[src/source/core_settings.svh]
/*
  Fixed settings of the glue logic: bridge register map, core reset
  hold time, luma weights and thresholds for the link-port DAC, and
  the hsync delay. Include where the values are needed.
*/

`ifndef CORE_SETTINGS_SVH
`define CORE_SETTINGS_SVH

// bridge register map
`define CORE_ADDR_RESET        32'h0000_0050
`define CORE_ADDR_OVERSCAN     32'h0000_0200

// cycles that core_reset stays high after a reset write
`define CORE_RESET_HOLD_CYCLES 64

// luma weights, roughly 0.30 / 0.59 / 0.11 in 8-bit fixed point
`define LUMA_WEIGHT_R          8'h4C
`define LUMA_WEIGHT_G          8'h97
`define LUMA_WEIGHT_B          8'h1C

// luma thresholds for the resistor ladder, darkest to brightest
`define LUMA_LEVEL_1           4'd2
`define LUMA_LEVEL_2           4'd4
`define LUMA_LEVEL_3           4'd6
`define LUMA_LEVEL_4           4'd9
`define LUMA_LEVEL_5           4'd12

// hsync pulse is moved this many edges after the rising edge
`define HSYNC_DELAY_CYCLES     3'd7

`endif
[src/source/core_pkg.sv]
/*
  Shared types for the video path of the console glue logic.
  The pixel word travels as one 24-bit union so that the scaler
  slot word and the colour word use the same wires.
*/

package core_pkg;

  ///////////////////////////////////////////////////
  // pixel word, colour view and slot-information view

  typedef union packed {
    // normal pixel, red in the top byte
    struct packed {
      logic [7:0] red;
      logic [7:0] green;
      logic [7:0] blue;
    } colour;
    // sent on the first blanking pixel of a line
    struct packed {
      logic [9:0]  rsvd_hi;
      logic        hide_overscan;
      logic [12:0] rsvd_lo;
    } slot;
  } pixel_word_u;

endpackage

[src/source/core_top.sv]
/*
  Top level of the glue logic. Connects the bridge settings block,
  the scaler video conditioner and the link-port DAC to the host
  bridge, the incoming pixel stream and the output pins.
*/

`timescale 1ns/10ps

module core_top
  import core_pkg::*;
(
  input  logic        clk_74a,
  input  logic        pll_core_locked,

  // host bridge
  input  logic [31:0] bridge_addr,
  input  logic        bridge_rd,
  input  logic        bridge_wr,
  input  logic [31:0] bridge_wr_data,
  output logic [31:0] bridge_rd_data,

  // pixel stream from the core
  input  pixel_word_u pix_rgb,
  input  logic        pix_hblank,
  input  logic        pix_vblank,
  input  logic        pix_hsync,
  input  logic        pix_vsync,

  // scaler video
  output pixel_word_u video_rgb,
  output logic        video_de,
  output logic        video_hs,
  output logic        video_vs,

  // link-port ladder pins
  output logic        link_r270,
  output logic        link_r330,
  output logic        link_r470,

  output logic        core_reset
);

  logic hide_overscan;

  //////////////////////////////////////////////////
  // settings, bridge_rd is not needed since reads are combinational

  core_settings_regs settings0 (
    .clk_74a        (clk_74a),
    .pll_core_locked(pll_core_locked),
    .bridge_addr    (bridge_addr),
    .bridge_wr      (bridge_wr),
    .bridge_wr_data (bridge_wr_data),
    .bridge_rd_data (bridge_rd_data),
    .core_reset     (core_reset),
    .hide_overscan  (hide_overscan)
  );

  //////////////////////////////////////////////////
  // video

  video_output video0 (
    .clk_74a        (clk_74a),
    .pll_core_locked(pll_core_locked),
    .pix_rgb        (pix_rgb),
    .pix_hblank     (pix_hblank),
    .pix_vblank     (pix_vblank),
    .pix_hsync      (pix_hsync),
    .pix_vsync      (pix_vsync),
    .hide_overscan  (hide_overscan),
    .video_rgb      (video_rgb),
    .video_de       (video_de),
    .video_hs       (video_hs),
    .video_vs       (video_vs)
  );

  link_video_dac dac0 (
    .clk_74a        (clk_74a),
    .pll_core_locked(pll_core_locked),
    .pix_rgb        (pix_rgb),
    .pix_hblank     (pix_hblank),
    .pix_vblank     (pix_vblank),
    .pix_hsync      (pix_hsync),
    .pix_vsync      (pix_vsync),
    .link_r270      (link_r270),
    .link_r330      (link_r330),
    .link_r470      (link_r470)
  );

endmodule

[src/source/link_video_dac.sv]
/*
  Link-port video DAC. Weights the colour into a 4-bit luma value and
  codes it onto three resistor-ladder pins (270, 330 and 470 ohm),
  with fixed black and sync levels during blanking.
*/

`timescale 1ns/10ps

`include "core_settings.svh"

module link_video_dac
  import core_pkg::*;
(
  input  logic        clk_74a,
  input  logic        pll_core_locked,
  input  pixel_word_u pix_rgb,
  input  logic        pix_hblank,
  input  logic        pix_vblank,
  input  logic        pix_hsync,
  input  logic        pix_vsync,
  output logic        link_r270,
  output logic        link_r330,
  output logic        link_r470
);

  logic [15:0] red_prod;
  logic [15:0] green_prod;
  logic [15:0] blue_prod;
  logic [15:0] luma_sum;
  logic [3:0]  luma;
  logic [2:0]  ladder_code;

  // weights add up to 0xff, so the sum never overflows
  assign red_prod   = `LUMA_WEIGHT_R * pix_rgb.colour.red;
  assign green_prod = `LUMA_WEIGHT_G * pix_rgb.colour.green;
  assign blue_prod  = `LUMA_WEIGHT_B * pix_rgb.colour.blue;
  assign luma_sum   = red_prod + green_prod + blue_prod;
  assign luma       = luma_sum[15:12];

  //////////////////////////////////////////////////
  // code order is {r270, r330, r470}

  always_comb begin
    if (luma >= `LUMA_LEVEL_5) begin
      ladder_code = 3'b110;
    end else if (luma >= `LUMA_LEVEL_4) begin
      ladder_code = 3'b101;
    end else if (luma >= `LUMA_LEVEL_3) begin
      ladder_code = 3'b011;
    end else if (luma >= `LUMA_LEVEL_2) begin
      ladder_code = 3'b100;
    end else if (luma >= `LUMA_LEVEL_1) begin
      ladder_code = 3'b010;
    end else begin
      ladder_code = 3'b001;
    end

    // black level, or sync level below it
    if (pix_hblank || pix_vblank) begin
      ladder_code = (pix_hsync || pix_vsync) ? 3'b000 : 3'b001;
    end
  end

  always_ff @(posedge clk_74a or negedge pll_core_locked) begin
    if (!pll_core_locked) begin
      link_r270 <= 1'b0;
      link_r330 <= 1'b0;
      link_r470 <= 1'b0;
    end else begin
      {link_r270, link_r330, link_r470} <= ladder_code;
    end
  end

endmodule

[src/source/video_output.sv]
/*
  Video output conditioner for the scaler. Registers the pixel stream
  and data enable, puts the slot word on the first blanking pixel,
  and reshapes hsync and vsync into single-cycle pulses.
*/

`timescale 1ns/10ps

`include "core_settings.svh"

module video_output
  import core_pkg::*;
(
  input  logic        clk_74a,
  input  logic        pll_core_locked,
  input  pixel_word_u pix_rgb,
  input  logic        pix_hblank,
  input  logic        pix_vblank,
  input  logic        pix_hsync,
  input  logic        pix_vsync,
  input  logic        hide_overscan,
  output pixel_word_u video_rgb,
  output logic        video_de,
  output logic        video_hs,
  output logic        video_vs
);

  logic        de;
  logic        de_prev;
  logic        hs_prev;
  logic        vs_prev;
  logic [2:0]  hs_delay;
  pixel_word_u slot_word;

  assign de = !(pix_hblank || pix_vblank);

  // only the overscan bit is meaningful in the slot view
  always_comb begin
    slot_word                    = '0;
    slot_word.slot.hide_overscan = hide_overscan;
  end

  always_ff @(posedge clk_74a or negedge pll_core_locked) begin
    if (!pll_core_locked) begin
      video_rgb <= '0;
      video_de  <= 1'b0;
      video_hs  <= 1'b0;
      video_vs  <= 1'b0;
      de_prev   <= 1'b0;
      hs_prev   <= 1'b0;
      vs_prev   <= 1'b0;
      hs_delay  <= 3'd0;
    end else begin
      video_de <= de;

      if (de) begin
        video_rgb <= pix_rgb;
      end else if (de_prev) begin
        // first blanking pixel after active video
        video_rgb <= slot_word;
      end else begin
        video_rgb <= '0;
      end

      //////////////////////////////////////////////////
      // hsync, delayed so it never lands on the vsync pulse

      if (!hs_prev && pix_hsync) begin
        hs_delay <= `HSYNC_DELAY_CYCLES;
      end else if (hs_delay != 3'd0) begin
        hs_delay <= hs_delay - 3'd1;
      end
      video_hs <= (hs_delay == 3'd1);

      // vsync, one cycle on the rising edge
      video_vs <= !vs_prev && pix_vsync;

      de_prev <= de;
      hs_prev <= pix_hsync;
      vs_prev <= pix_vsync;
    end
  end

endmodule

[src/source/core_settings_regs.sv]
/*
  Host bridge settings registers. Decodes bridge writes into the core
  reset hold counter and the hide-overscan flag, and answers bridge
  reads combinationally from the same map.
*/

`timescale 1ns/10ps

`include "core_settings.svh"

module core_settings_regs (
  input  logic        clk_74a,
  input  logic        pll_core_locked,
  input  logic [31:0] bridge_addr,
  input  logic        bridge_wr,
  input  logic [31:0] bridge_wr_data,
  output logic [31:0] bridge_rd_data,
  output logic        core_reset,
  output logic        hide_overscan
);

  localparam int HOLD_W = $clog2(`CORE_RESET_HOLD_CYCLES + 1);

  logic [HOLD_W-1:0] hold_cnt;
  logic              wr_reset;
  logic              wr_overscan;

  assign wr_reset    = bridge_wr && (bridge_addr == `CORE_ADDR_RESET);
  assign wr_overscan = bridge_wr && (bridge_addr == `CORE_ADDR_OVERSCAN);

  //////////////////////////////////////////////////
  // write side

  always_ff @(posedge clk_74a or negedge pll_core_locked) begin
    if (!pll_core_locked) begin
      hold_cnt      <= '0;
      hide_overscan <= 1'b0;
    end else begin
      // a new reset write restarts the hold
      if (wr_reset) begin
        hold_cnt <= HOLD_W'(`CORE_RESET_HOLD_CYCLES);
      end else if (hold_cnt != '0) begin
        hold_cnt <= hold_cnt - 1'b1;
      end

      if (wr_overscan) begin
        hide_overscan <= bridge_wr_data[0];
      end
    end
  end

  assign core_reset = (hold_cnt != '0);

  //////////////////////////////////////////////////
  // read side, no wait states

  always_comb begin
    bridge_rd_data = 32'h0;
    if (bridge_addr == `CORE_ADDR_OVERSCAN) begin
      bridge_rd_data[0] = hide_overscan;
    end
  end

endmodule

[config.mk]
export PLATFORM = sky130hd
export DESIGN_NAME = core_top
export DESIGN_NICKNAME = d
export VERILOG_FILES = /design/src/source/core_pkg.sv /design/src/source/core_top.sv /design/src/source/link_video_dac.sv /design/src/source/video_output.sv /design/src/source/core_settings_regs.sv
export VERILOG_INCLUDE_DIRS = /design/src /design/src/source
export SDC_FILE = /design/constraint.sdc
export NUM_CORES = 1
export LEC_CHECK = 0
export ABC_AREA = 1
export ABC_CLOCK_PERIOD_IN_PS = 1600
export BUFFER_PORTS_ARGS = -buffer_cell sky130_fd_sc_hd__buf_2
export CAP_MARGIN = 20
export CELL_PAD_IN_SITES_DETAIL_PLACEMENT = 1
export CELL_PAD_IN_SITES_GLOBAL_PLACEMENT = 1
export CORE_ASPECT_RATIO = 0.6
export CORE_MARGIN = 2
export CORE_UTILIZATION = 35
export CTS_CLUSTER_DIAMETER = 30
export DETAILED_ROUTE_END_ITERATION = 8
export GPL_TIMING_DRIVEN = 0
export PLACE_DENSITY_LB_ADDON = 0.1
export SLEW_MARGIN = 20
export SYNTH_ARGS = -nofsm -noshare
export SYNTH_HDL_FRONTEND = slang
export SYNTH_HIERARCHICAL = 1
export SYNTH_SLANG_ARGS = --single-unit
export TNS_END_PERCENT = 10
[constraint.sdc]
create_clock -name clk_74a -period 1.6 [get_ports clk_74a]
set_clock_uncertainty 0.2 [all_clocks]
set_input_delay 0.08 -clock clk_74a [delete_from_list [all_inputs] [get_ports clk_74a]]
set_output_delay 0.08 -clock clk_74a [all_outputs]
set_load 0.1 [all_outputs]
==> flow_summary_export.csv <==
group,metric,value,unit
status,status,"finished with violations",
status,violations,"setup timing",
floorplan,fp.dieW,165.5,um
detailed_routing,drt_iter0_drc,198,
timing,holdWs,59.52,ps
yosys,yosys_most_used_dff,"dfrtp_1",
timing,finalSetupViolations,6,
placed_design,dp_hpwl,12470,um
clocking,tritoncts,"done",
timing,slew_violations,0,
timing,finalCritPeriodShare,320.3,%
clocking,cts_buffers,5,
detailed_routing,wl_per_cell,13.82,um
cells_and_area,nFillCells,1909,
floorplan,die_area,16690,um^2
yosys,synth_edf_count,0,
pwr,pwr-share-clk,7.9,%
pwr,total_leakage_power,4.130,nW
yosys,avgSynthCellArea,7.899,um^2
placed_design,routabilityCongestion,0.8367,
detailed_routing,ant_nets,0,
worst_setup_path,worst-setup-path-type,"primary input to flip-flop",
clocking,htree_num_levels,2,
clocking,clk_pin_slew,70,ps
pwr,powerDensity,2105,nW/um^2
yosys,synthArstFlopShare,100.0,%
worst_setup_path,critPathMaxStageDelay,510,ps
clocking,clockBufferDepth,2,
worst_setup_path,crit_arrival,5110,ps
hold_path,min_path_type,"primary input to flip-flop",
hold_path,hold_depth,6,
clocking,clk_latency,290,ps
cells_and_area,drive_gt1_share,26.97,%
worst_setup_path,worst_r2r_path_depth,9,
floorplan,initial_core_util,35.71,%
placed_design,place_ws,-3916,ps
worst_setup_path,crit_slowest_cell,"fa_1",
yosys,ys_seq_area_share,19.66,%
clocking,cts-root-buf,"clkbuf_16",
pwr,irDropWorstVdd,1.464,mV
cells_and_area,area_delta_synth_final,30.40,%
timing,slew_headroom,60.07,%
timing,max_freq,195.2,MHz
timing,final.setup.tns,-10730,ps
clocking,clkSinkCount,43,
floorplan,core_area,15330,um^2
pwr,combPwrFrac,83.9,%
floorplan,die_h,100.9,um
grt,grt_pass1_vias,4872,
timing,finalWorstSetupSlack,-3524,ps
detailed_routing,drt-total-wl,14760,um
detailed_routing,dr.pass1.iters,4,
pwr,seqPwrFrac,8.1,%
worst_setup_path,critPathCaptureType,"flip-flop",
grt,grt_pass1_wl,24070,um
floorplan,rows,35,
pwr,p_sw,8.451,mW
worst_setup_path,start_kind,"primary input",
grt,grt_max_degree,44,
yosys,ys_warn_count,6,
timing,tightest_slew,594.7,ps
worst_setup_path,path_max_fanout,4,
yosys,synthCells,693,
worst_setup_path,crit_path_frequent_cell,"nand2_1",
timing,hold_viol,0,
placed_design,io_buffers,95,
detailed_routing,drc,0,
worst_setup_path,r2r_slack,-40,ps
grt,grt_usage,18.57,%
job,maxCapViolCount,0,
timing,rsz0062_at_grt,"yes",
floorplan,num_io_pins,159,
yosys,ys_types,38,
pwr,p_int,6.578,mW
yosys,synth_area,5474,um^2
timing,finalCriticalPeriod,5124,ps
detailed_routing,vias,4686,
yosys,ys_ff_latch,43,
pwr,total_power,15.03,mW
grt,overflow,0,
pwr,p_sw_share,56.23,%
cells_and_area,nets,1082,
worst_setup_path,cp.required,1590,ps
grt,antenna_found_initial,1,
detailed_routing,viasPerCell,4.388,
[placed cells by master (no fill, tap or decap), types with 7 or more instances in the layout]
cell / n
a21oi_1: 19
buf_2: 87
buf_4: 43
conb_1: 31
dfrtp_1: 43
dlygate4sd3_1: 32
fa_1: 47
ha_1: 64
ha_4: 11
inv_1: 173
inv_2: 13
nand2_1: 101
nand2_2: 17
nand2_4: 7
nand3_1: 22
nand4_1: 7
nor2_1: 55
nor2_2: 20
nor2_4: 7
xor2_1: 11
[kinds of logic (layout without fill, tap and decap cells)]
kind of cell	Yosys count	after routing	synth area share, %
compound gates	42	42	4.412
xor+xnor	15	15	2.400
fa+ha+maj	123	123	34.56
buf+inv	221	362	17.67
flops	43	43	19.66
other cells	1	32	0.06851
simple gates	248	248	21.23
[layout make-up]
type,count,area [um^2],area share [%]
clock inverters,3,43.79,0.6135
clock buffers,5,125.1,1.753
diodes,1,2.502,0.03506
plain buffers,33,255.2,3.576
well taps,203,254.0,3.558
multi-input cells,459,3800,53.23
repair buffers,133,869.6,12.18
inverters,188,711.9,9.974
flip-flops and latches,43,1076,15.07
[critical path: cells and delay by family]
family                   cells  cell delay, ps
AO/OA/AOI/OAI                1             170
buffers and inverters        6             390
AND/OR/NAND/NOR             13             890
adder cells (fa/ha/maj)      9            3390
XOR/XNOR                     1             180
[stage by stage]
| step | cells | utilization, % | instance area, um^2 |
|---|---|---|---|
| floorplan | 723 | - | 5713 |
| global placement | 1021 | 42.03 | 6442 |
| detailed placement | 1021 | 42.03 | 6442 |
| CTS | 1065 | 46.10 | 7066 |
| global route | 1067 | 46.56 | 7136 |
| finish | 1068 | 46.57 | 7138 |
[repair_timing]
action	4_1_cts	5_1_grt
buffers inserted	3	2
hold buffers	33	0
endpoints found under the hold margin	78	0
pin swaps	21	18
gates resized for setup	27	15
endpoints found under the setup margin	11	13
[layer usage]
layer / part of all wire, % / vias up / routed length, um / track usage [%]
li1: - / 2346 / - / -
met1: 52 / 2266 / 7701 / 27.74
met2: 44 / 69 / 6464 / 28.85
met3: 3.5 / 5 / 515 / 2.879
met4: 0.51 / 0 / 76 / 2.918
met5: 0 / - / 0 / 0
[power by group through the flow]
stage / logic, mW / clock network [mW] / registers [mW]
final: 12.6 / 1.19 / 1.22
after global routing: 14.3 / 1.29 / 1.23
after CTS: 12.2 / 1.24 / 1.22
after detailed placement: 11.8 / 0 / 1.24
after global placement: 11.5 / 0 / 1.24
after floorplan: 8.91 / 0 / 1.64
[registers in the layout, summed over array words and instances, names as in the netlist]
signal and flops:
video0/video_rgb 24, video0/hs_delay 3, video0/video_hs 1, video0/vs_prev 1, video0/de_prev 1, dac0/link_r270 1, settings0/hide_overscan 1, video0/video_vs 1
video0/hs_prev 1, dac0/link_r330 1, settings0/hold_cnt 7, dac0/link_r470 1
[synthesized netlist by cell type, drive strengths merged (4+ instances only)]
cell type	instances	area share, %
dfrtp	43	20
a21oi	24	2.3
nor2	82	7.2
inv	186	13
nand2	125	9.3
ha	76	17
xor2	11	1.8
buf	33	4.7
o21ai	10	1.1
xnor2	4	0.64
nand4	7	0.80
nand3	24	2.4
nor3	7	1.2
fa	47	17
[final timing paths]
check,to,start
setup / recovery,dac0/link_r470,pix_rgb[17]
hold / removal,settings0/hold_cnt[6],bridge_addr[24]
setup reg to reg,settings0/hold_cnt[3],settings0/hold_cnt[0]
hold reg to reg,video0/video_vs,video0/vs_prev
max in group asynchronous,video0/video_rgb[17],pll_core_locked
min in group asynchronous,video0/vs_prev,pll_core_locked
Note: power is estimated with default switching activity, not from simulation.
